===== src/hdl/slotRam.sv =====
`default_nettype none

module slotRam #(
    parameter int width = 6,
    parameter int addrWidth = 9
) (
    input  wire                 clk,

    input  wire                 writeEnable,
    input  wire [addrWidth-1:0] writeAddr,
    input  wire [width-1:0]     dataIn,

    input  wire [addrWidth-1:0] readAddr,
    output logic [width-1:0]    dataOut
);

    logic [width-1:0] mem [2**addrWidth];

    // Read sees the word from before a same-cycle write
    always_ff @(posedge clk) begin
        if (writeEnable) begin
            mem[writeAddr] <= dataIn;
        end
        dataOut <= mem[readAddr];
    end

endmodule

`default_nettype wire


===== config.mk =====
export PLATFORM = sky130hd
export DESIGN_NAME = slotRam
export DESIGN_NICKNAME = d
export VERILOG_FILES = /design/src/hdl/slotRam.sv
export SDC_FILE = /design/constraint.sdc
export NUM_CORES = 2
export LEC_CHECK = 0
export BUFFER_PORTS_ARGS = -buffer_cell sky130_fd_sc_hd__buf_2
export CAP_MARGIN = 20
export CORE_MARGIN = 3
export CORE_UTILIZATION = 30
export CTS_BUF_LIST = sky130_fd_sc_hd__clkbuf_16
export DETAILED_ROUTE_END_ITERATION = 16
export GPL_TIMING_DRIVEN = 0
export PLACE_DENSITY = 0.47
export SYNTH_ARGS = -nofsm -noshare
export SYNTH_HDL_FRONTEND = slang
export SYNTH_SLANG_ARGS = --single-unit

===== constraint.sdc =====
create_clock -name clk -period 5.5 [get_ports clk]
set_clock_uncertainty 0.05 [all_clocks]
set_input_delay 0 -clock clk [delete_from_list [all_inputs] [get_ports clk]]
set_output_delay 0 -clock clk [all_outputs]
set_load 0.01 [all_outputs]

==> run_results.csv <==
group,metric,value,unit
worst_hold_path,hp-start,"dataIn[0]",
setup_path,worst-path-max-fanout,10,
placement,dp_hpwl,383000,µm
setup_path,crit_start,"readAddr[1]",
cts,clock_path_buffers,4,
setup_path,slowest_delay,0.87,ns
timing,period_needed,5.46,ns
logic_synthesis,synth_warnings,0,
setup_path,crit_cells,12,
timing,worst_pin_slew,1.36,ns
outcome,status,"finished, final reports clean",
placement,place.gp.congestion,1.01,
setup_path,crit_buf_inv,5,
die,start_util,0.303,
layout,final_common_cell,"edfxtp_1",
setup_path,cp-endpoint,"dataOut[0]",
layout,nets,6723,
setup_path,cpMostUsedCell,"buf_2",
setup_path,crit_slowest_cell,"buf_2",
pwr,p_total,51.7,mW
routing,detail-route-antenna-nets,0,
placement,io_buffer_count,26,
logic_synthesis,avgSynthCellArea,19.7,µm²
run,max_cap_viol_count,0,
die,die-area,416000,µm²
routing,dr_total_vias,72500,
logic_synthesis,synth_edf_count,3072,
logic_synthesis,synth_ff_type,"edfxtp_1",
worst_hold_path,hold_path_class,"in2reg",
setup_path,critPathArrivalTime,6.21,ns
setup_path,end_kind,"register",
logic_synthesis,syn_area,122000,µm²
layout,nFillCells,38000,
cts,cts-buffers-inserted,332,
setup_path,ff2ff_path_depth,6,
timing,fin_crit_sh,0.993,
routing,drcViolationCount,0,
setup_path,rrSetupSlack,1.57,ns
timing,fmax,0.183,GHz
layout,syn2layout_area_growth,16.1,%
setup_path,cp_cell_sequence,"buf_4, buf_2, buf_2, buf_2, buf_2, mux4_2, nor2_1, nor2_1, o22ai_1, o21ai_0, o221ai_1, nor4_2",
layout,final_cell_mix,"edfxtp_1, nor2_1, mux2i_1",
die,dieWidth,645,µm
layout,drive_gt1_frac,0.190,
logic_synthesis,ys_seq_area_frac,0.754,
cts,clock_latency,0.98,ns
pwr,peakVddDrop,0.282,mV
grt,grt_use_total,0.260,
cts,cts_tree,"done",
grt,grt_pass1_wl,702000,µm
setup_path,critPathKind,"in2reg",
routing,via_per_inst,5.85,
logic_synthesis,ys_ff_latch,3078,
routing,drt_iter0_drc,13300,
cts,cts.htree.levels,5,
pwr,p_per_area,364,nW/µm²
placement,dp_cells,11700,
die,core,405000,µm²
pwr,p_leak,45.1,nW
routing,drt_pass1_iterations,9,
setup_path,critPathTopFamily,"buffers and inverters",
setup_path,worst_r2r_endpoint,"dataOut[5]",
die,fp.dieH,645,µm
routing,routed_wl,556000,µm
die,boundaryPins,32,
grt,grt_pass1_vias,67400,
logic_synthesis,synthArstFlopShare,0,
grt,grt_max_degree,151,
grt,antenna_found_initial,75,
setup_path,start_kind,"input port",
cts,post_cts_buffers,0,
grt,grt_overflow,0,
timing,finalSetupTns,0,ns
routing,wire_per_inst,44.8,µm
timing,setup_viol,0,
timing,relSlewSlack,0.0727,
layout,post_layout_nonfiller_instances,12400,
timing,fin_ws,0.0374,ns
timing,rsz0062_at_grt,"no",
logic_synthesis,synth_fp_nets,6257,
cts,clock-sinks,3078,
timing,finalHoldViolations,0,
cts,cts-root-buf,"clkbuf_16",
cts,clk_pin_slew_worst_paths,0.06,ns
setup_path,cp.required,6.24,ns
setup_path,reg2reg_from,"mem[341][5]",
placement,dp_slack,-0.799,ns
logic_synthesis,syn_inst,6231,
die,num_rows,233,
timing,slew_violations,0,
logic_synthesis,ys_types,80,
-- worst min-delay path by stage --
stage                     slack (ns)  cells past startpoint     endpoint
after global placement          0.35                      1   dataOut[4]
after detailed placement        0.35                      1   dataOut[1]
final                           0.07                      2  mem[144][0]
after global routing            0.07                      2  mem[144][0]
after floorplan                 0.05                      0    mem[0][0]
after CTS                      0.005                      4  mem[308][1]
-- state kept, by name, summed over array words and instances (netlist names) --
signal / count
mem: 3072
dataOut: 6
-- metal layers --
layer	wire length (µm)	up-vias	part of all wire	global-route usage
met3	64700	1054	0.12	0.0731
met5	160	-	0.00029	0
li1	-	26900	-	-
met4	32300	26	0.058	0.133
met2	245000	5347	0.44	0.392
met1	213000	39200	0.38	0.343
-- layout make-up --
type                            instances  area (µm²)  area share
Tap cell                             5405        6760      0.0476
Inverter                                3        11.3   0.0000792
Clock buffer                          337        8430      0.0593
Antenna cell                           36        90.1    0.000634
Multi-Input combinational cell       2746       26900       0.189
Sequential cell                      3078       92400       0.650
Timing Repair Buffer                  132        2200      0.0155
Clock inverter                        261        2090      0.0147
Buffer                                404        3290      0.0232
-- worst reg2reg max path: stages, from the launching register on --
cell,delay (ns)
edfxtp_1,0.37
mux4_1,0.65
a2111oi_0,1.16
nor3_1,0.15
nand4_1,0.30
nand4_1,0.55
and4bb_1,0.57
-- per-stage QoR --
stage	instance area, µm²	hold WS, ns	util
2_1_floorplan	122000	0.0489	-
4_1_cts	142000	0.00467	0.351
6_report	142000	0.0726	0.351
5_1_grt	142000	0.0713	0.351
3_5_place_dp	131000	0.350	0.325
3_3_place_gp	129000	0.349	0.320
-- synth_stat cells (5+ instances only) --
library cell	n	area share
edfxtp_1	3072	0.75
nor2_1	586	0.018
mux2i_1	531	0.043
mux4_2	384	0.071
o221ai_1	197	0.014
clkbuf_1	146	0.0045
o22ai_1	138	0.0071
nand2_1	135	0.0041
mux4_1	132	0.028
nor3_1	123	0.0050
a21oi_1	105	0.0043
o21ai_0	68	0.0028
buf_2	64	0.0026
buf_6	51	0.0047
nand3_1	41	0.0017
a2111oi_0	36	0.0026
buf_8	36	0.0044
buf_1	33	0.0010
buf_12	32	0.0052
nand4_1	24	0.0012
buf_4	19	0.0012
nor4_1	18	0.00092
clkbuf_8	17	0.0019
a211o_1	16	0.0011
a31oi_1	15	0.00077
o22a_1	13	0.00093
a22oi_1	12	0.00074
o31ai_1	12	0.00074
mux2_2	10	0.00092
a211oi_1	9	0.00055
and3_1	9	0.00046
nand2b_1	9	0.00046
nor2b_1	9	0.00046
nor3b_1	7	0.00043
o22ai_2	7	0.00072
and2_1	6	0.00031
dfxtp_1	6	0.00098
o2111ai_1	6	0.00043
and3_2	5	0.00031
nand3b_1	5	0.00031
or3_1	5	0.00026
-- report_power, final --
group	leakage, nW	total [mW]	internal, mW	switching (mW)
logic	12.0	3.72	0.919	2.80
clock network	5.44	22.2	12.5	9.71
registers	27.7	25.8	25.8	0.00790
-- cell families after synthesis --
kind of cell / after synthesis / synth area share
AOI/OAI and AO/OA: 670 / 0.0395
and+or+nand+nor: 1017 / 0.0366
muxes: 1059 / 0.144
buffers and inverters: 407 / 0.0260
DFF: 3078 / 0.754
-- repair_timing --
item                       CTS  global route
hold buffers                19             0
hold endpoints to repair  1470             0
resized for setup            0             0
Note: power is estimated with default switching activity, not from simulation.
