===== src/hdl/ccPkg.sv =====
`default_nettype none

package ccPkg;

    // Graph geometry
    localparam int numNodes = 16;
    localparam int nodeWidth = $clog2(numNodes);
    localparam int numEdges = numNodes * (numNodes - 1) / 2;

    // Room for every node being its own component
    localparam int countWidth = 6;

    localparam int slotWidth = 16;

    // Upper-triangle adjacency, row-major, top 8 bits unused
    typedef logic [127:0] graphT;

    typedef logic [countWidth-1:0] countT;

    typedef struct packed {
        graphT graph;
        logic [slotWidth-1:0] slot;
    } botEntryT;

    typedef struct packed {
        countT count;
        logic [slotWidth-1:0] slot;
    } resultT;

endpackage

`default_nettype wire


===== src/hdl/componentCounter.sv =====
`default_nettype none

module componentCounter (
    input  wire                  clk,
    input  wire                  reset,

    input  wire ccPkg::botEntryT graphIn,
    input  wire                  start,
    output logic                 requestGraph,

    output logic                 done,
    output ccPkg::resultT        result
);

    localparam int numNodes = ccPkg::numNodes;
    localparam int nodeWidth = ccPkg::nodeWidth;

    // Matches the FIFO read path
    localparam int requestLatency = 2;

    typedef enum logic [1:0] {
        stIdle,
        stWaiting,
        stPropagating,
        stCounting
    } stateT;

    stateT state;
    logic [1:0] waitCount;

    logic [numNodes-1:0][numNodes-1:0]  adj;
    logic [numNodes-1:0][numNodes-1:0]  adjNext;
    logic [numNodes-1:0][nodeWidth-1:0] label;
    logic [numNodes-1:0][nodeWidth-1:0] labelNext;
    logic [ccPkg::numEdges-1:0]         edges;
    logic [ccPkg::slotWidth-1:0]        savedSlot;
    ccPkg::countT                       rootCount;

    // Bit position of edge (row, col) with row < col
    function automatic int edgeIndex(input int row, input int col);
        return row * (2 * numNodes - row - 1) / 2 + (col - row - 1);
    endfunction

    assign edges = graphIn.graph[ccPkg::numEdges-1:0];

    // Unfold the triangle into a symmetric matrix
    always_comb begin
        adjNext = '0;
        for (int i = 0; i < numNodes; i++) begin
            for (int j = i + 1; j < numNodes; j++) begin
                adjNext[i][j] = edges[edgeIndex(i, j)];
                adjNext[j][i] = edges[edgeIndex(i, j)];
            end
        end
    end

    // Each node takes the smallest label among itself and its neighbors
    always_comb begin
        labelNext = label;
        for (int i = 0; i < numNodes; i++) begin
            for (int j = 0; j < numNodes; j++) begin
                if (adj[i][j] && (label[j] < labelNext[i])) begin
                    labelNext[i] = label[j];
                end
            end
        end
    end

    // One root per component, isolated nodes skipped
    always_comb begin
        rootCount = '0;
        for (int i = 0; i < numNodes; i++) begin
            if ((|adj[i]) && (label[i] == nodeWidth'(i))) begin
                rootCount = rootCount + 1'b1;
            end
        end
    end

    always_ff @(posedge clk) begin
        if (reset) begin
            state <= stIdle;
            waitCount <= '0;
            requestGraph <= 1'b0;
            done <= 1'b0;
        end else begin
            requestGraph <= 1'b0;
            done <= 1'b0;
            case (state)
                stIdle: begin
                    requestGraph <= 1'b1;
                    waitCount <= '0;
                    state <= stWaiting;
                end
                stWaiting: begin
                    waitCount <= waitCount + 1'b1;
                    if (start) begin
                        state <= stPropagating;
                    end else if (waitCount == 2'(requestLatency)) begin
                        // FIFO was empty, ask again
                        state <= stIdle;
                    end
                end
                stPropagating: begin
                    if (labelNext == label) begin
                        state <= stCounting;
                    end
                end
                stCounting: begin
                    done <= 1'b1;
                    state <= stIdle;
                end
                default: state <= stIdle;
            endcase
        end
    end

    always_ff @(posedge clk) begin
        if (state == stWaiting && start) begin
            adj <= adjNext;
            savedSlot <= graphIn.slot;
            for (int i = 0; i < numNodes; i++) begin
                label[i] <= nodeWidth'(i);
            end
        end else if (state == stPropagating) begin
            label <= labelNext;
        end
        if (state == stCounting) begin
            result.count <= rootCount;
            result.slot <= savedSlot;
        end
    end

endmodule

`default_nettype wire


===== config.mk =====
export PLATFORM = sky130hd
export DESIGN_NAME = componentCounter
export DESIGN_NICKNAME = d
export VERILOG_FILES = /design/src/hdl/ccPkg.sv /design/src/hdl/componentCounter.sv
export SDC_FILE = /design/constraint.sdc
export NUM_CORES = 2
export LEC_CHECK = 0
export BUFFER_PORTS_ARGS = -buffer_cell sky130_fd_sc_hd__buf_2
export CAP_MARGIN = 10
export CORE_MARGIN = 4
export CORE_UTILIZATION = 44
export DETAILED_ROUTE_END_ITERATION = 8
export GPL_ROUTABILITY_DRIVEN = 0
export GPL_TIMING_DRIVEN = 0
export HOLD_SLACK_MARGIN = 0.03
export SLEW_MARGIN = 20
export SYNTH_ARGS = -nofsm -noshare
export SYNTH_HDL_FRONTEND = slang
export SYNTH_SLANG_ARGS = --single-unit

===== constraint.sdc =====
create_clock -name clk -period 20.4 [get_ports clk]
set_input_delay 1.02 -clock clk [delete_from_list [all_inputs] [get_ports clk]]
set_output_delay 1.02 -clock clk [all_outputs]
set_load 0.05 [all_outputs]

==> reports/qor.txt <==
Hold Startpoint - savedSlot[15]$_DFFE_PP_
Vias in the first global route - 50470
WS Path Type - reg2reg
Number of port buffers - 162
Primary FF master, synth - edfxtp_1
Post-DRT Antenna Nets - 0
Post-Syn Area - 43810 um^2
Worst Max-Slew Pin Slew - 1.460 ns
Die area - 104700 um^2
Die Height - 323.6 um
Max FO, Critical Path - 9
Aggregate global routing overflow - 0
Worst hold stages - 0
Post-synth top cells - 708 x ha_1, 635 x inv_1, 403 x o21ai_0
Worst-skew pair later-pin latency - 0.69 ns
Met2 usage - 62.35%
Clk slew on worst S/H paths - 0.06 ns
Class of the worst hold path - reg2reg
Ys Warns - 0
Violated checks - DRC, setup timing
WP data arrival - 22.10 ns
Routed WL per cell - 32.56 um
Unique cell type count in the Yosys netlist - 101
Main area contributors after synthesis - ha_1 20%, edfxtp_1 11%, mux2i_1 5.9%, inv_1 5.4%, mux2_2 5.1%
Max Fclk - 46.40 MHz
Yosys top cell by area - ha_1
Post-DP HPWL - 170300 um
Kind of end point of the critical path - register
TritonCTS clock tree - built
Max stage delay on crit path - 0.58 ns
Antenna violations before repair - 26
DRT Pass-1 Iters - 9
# setup viols final - 5
CTS sink cnt - 228
Maximum Capacitance Violations - 0
Reg-to-reg slack, setup - -1.15 ns
Slowest CP cell - or4_4
Die width - 323.6 um
Total number of vias - 54480
DRT iter0 DRCs - 8605
CP Launch Type - register
Maximum clock insertion buffer count - 3
CTS H-Tree Depth - 1
Post-Syn Instances - 5738
Core area - 98560 um^2
Final clock skew - 0.05665 ns
DRC Markers - 77
Required time of the worst setup path - 20.95 ns
Fin crit share - 105.6%
Root buf cell - clkbuf_16
R2r startpoint - label[0]$_SDFFE_PP0P_
Status - complete, but fails checks
First-pass GRT wire length - 346900 um
Slew Viols, Final - 0
Endpoints failing hold - 0
CTS Buf Count - 31
Unrepaired setup endpoints after global routing - yes
Largest net degree at the start of global routing - 52
I/O pin count - 171
GR Util met3 - 21.26%
Synth Net Count - 6593
Seq/Total Area, Yosys - 14.03%
# nets final - 7298
Slack of the critical path - -1.151 ns
Vias per Instance - 7.012
#FFs+latches synth - 228
R2R cell count - 107
Syn Area/Cell - 7.636 um^2
Hold path endpoint - result[15]$_DFFE_PP_
Top cell type's share of synthesized area - 20.22%
Met1 usage - 53.14%
Share of cells above drive strength 1 - 29.59%
Most common cell in the netlist - ha_1
GRT Total Usage - 45.93%
Final wirelength - 253000 um
Post-Route Utilization - 58.22%
Minimum clock period - 21.55 ns
Busiest grt layer - met2
Area Growth Syn to Fin - 30.97%
Core Rows - 115
Starting Density - 44.45%
Number of flops mapped to enable cells by yosys - 158
Asr flop ratio synth - 0%
R2r endpoint - state[0]$_SDFFE_PP0P_
Max_slew headroom - 2.677%
[layer usage]
metal  vias up  part of all wire, %
li1      22870                    -
met1     25140                   34
met2      4782                   37
met3      1683                   17
met4        12                   12
met5         -                0.032
[metrics by stage]
stage,worst slack (ns),TNS (ns),hold WS (ns),area (um^2),std cells
finish,-1.151,-2.358,0.4204,57380,7770
floorplan,0.002686,0,0.4003,44030,5738
CTS,-0.09858,-0.09858,0.4172,56260,7712
global placement,-4.947,-147.88,0.4004,46450,7187
global route,-1.872,-6.247,0.4290,57340,7755
detailed placement,-5.057,-142.28,0.4045,46720,7195
[state kept, by name, summed over array words and instances, names as in the netlist, named ones only]
signal        flops
requestGraph      1
savedSlot        16
waitCount         2
adj             120
result           22
state             1
label            64
done              1
[what timing repair did]
item                       in CTS  in global routing
setup endpoints to repair      65                 13
pin swaps                     321                100
hold buffers                    0                  0
gates cloned                    0                  0
gates resized for setup      1159                147
setup buffers                 470                 43
[layout by cell type, fill, tap and decap left out, types with 129 or more instances in the layout]
cell type,synthesis,layout
ha_1,708,658
buf_4,0,500
inv_1,635,601
buf_2,5,167
edfxtp_1,158,158
nand3_1,180,176
nand2_1,381,346
nor2_1,399,372
mux2i_1,258,146
a21oi_1,350,234
mux2_2,198,160
o21ai_0,403,296
a21o_1,134,132
o211ai_1,129,129
[how the worst max path moves through the flow]
stage,start,endpoint,slack [ns]
finish,label[0]$_SDFFE_PP0P_,state[0]$_SDFFE_PP0P_,-1.15
global route,label[0]$_SDFFE_PP0P_,state[0]$_SDFFE_PP0P_,-1.87
CTS,label[1]$_SDFFE_PP0P_,state[0]$_SDFFE_PP0P_,-0.1
detailed placement,label[37]$_SDFFE_PP0P_,state[0]$_SDFFE_PP0P_,-5.06
global placement,label[41]$_SDFFE_PP1P_,state[0]$_SDFFE_PP0P_,-4.95
floorplan,label[11]$_SDFFE_PP0P_,state[0]$_SDFFE_PP0P_,0.003
[cell families after synthesis]
| group | share of synthesized area [%] |
|---|---|
| buffers and inverters | 7.339 |
| AO/OA/AOI/OAI | 28.41 |
| multiplexers | 11.02 |
| adder cells (fa/ha/maj) | 20.29 |
| XOR/XNOR | 1.779 |
| flip-flops | 14.03 |
| AND/OR/NAND/NOR | 17.14 |
[critical path: cells and delay by family (launching register included)]
| family | cells | cell delay, ns |
|---|---|---|
| muxes | 11 | 3.09 |
| and+or+nand+nor | 28 | 4.93 |
| adders and majority gates | 14 | 3.76 |
| DFF | 1 | 0.38 |
| buffers and inverters | 16 | 2.02 |
| AOI/OAI and AO/OA | 38 | 7.23 |
[area by class of cell]
| class | count | area (um^2) |
|---|---|---|
| Tap cell | 1287 | 1610 |
| Timing Repair Buffer | 686 | 5009 |
| Clock inverter | 23 | 277.8 |
| Inverter | 656 | 2685 |
| Fill cell | 8729 | 41180 |
| Antenna cell | 15 | 37.54 |
| Buffer | 179 | 1405 |
| Multi-Input combinational cell | 4661 | 39230 |
| Sequential cell | 228 | 6331 |
| Clock buffer | 35 | 800.8 |
Power is left out: the tool's default activity adds up to more than one toggle a clock period on the data nets, which glitch-free logic cannot reach.
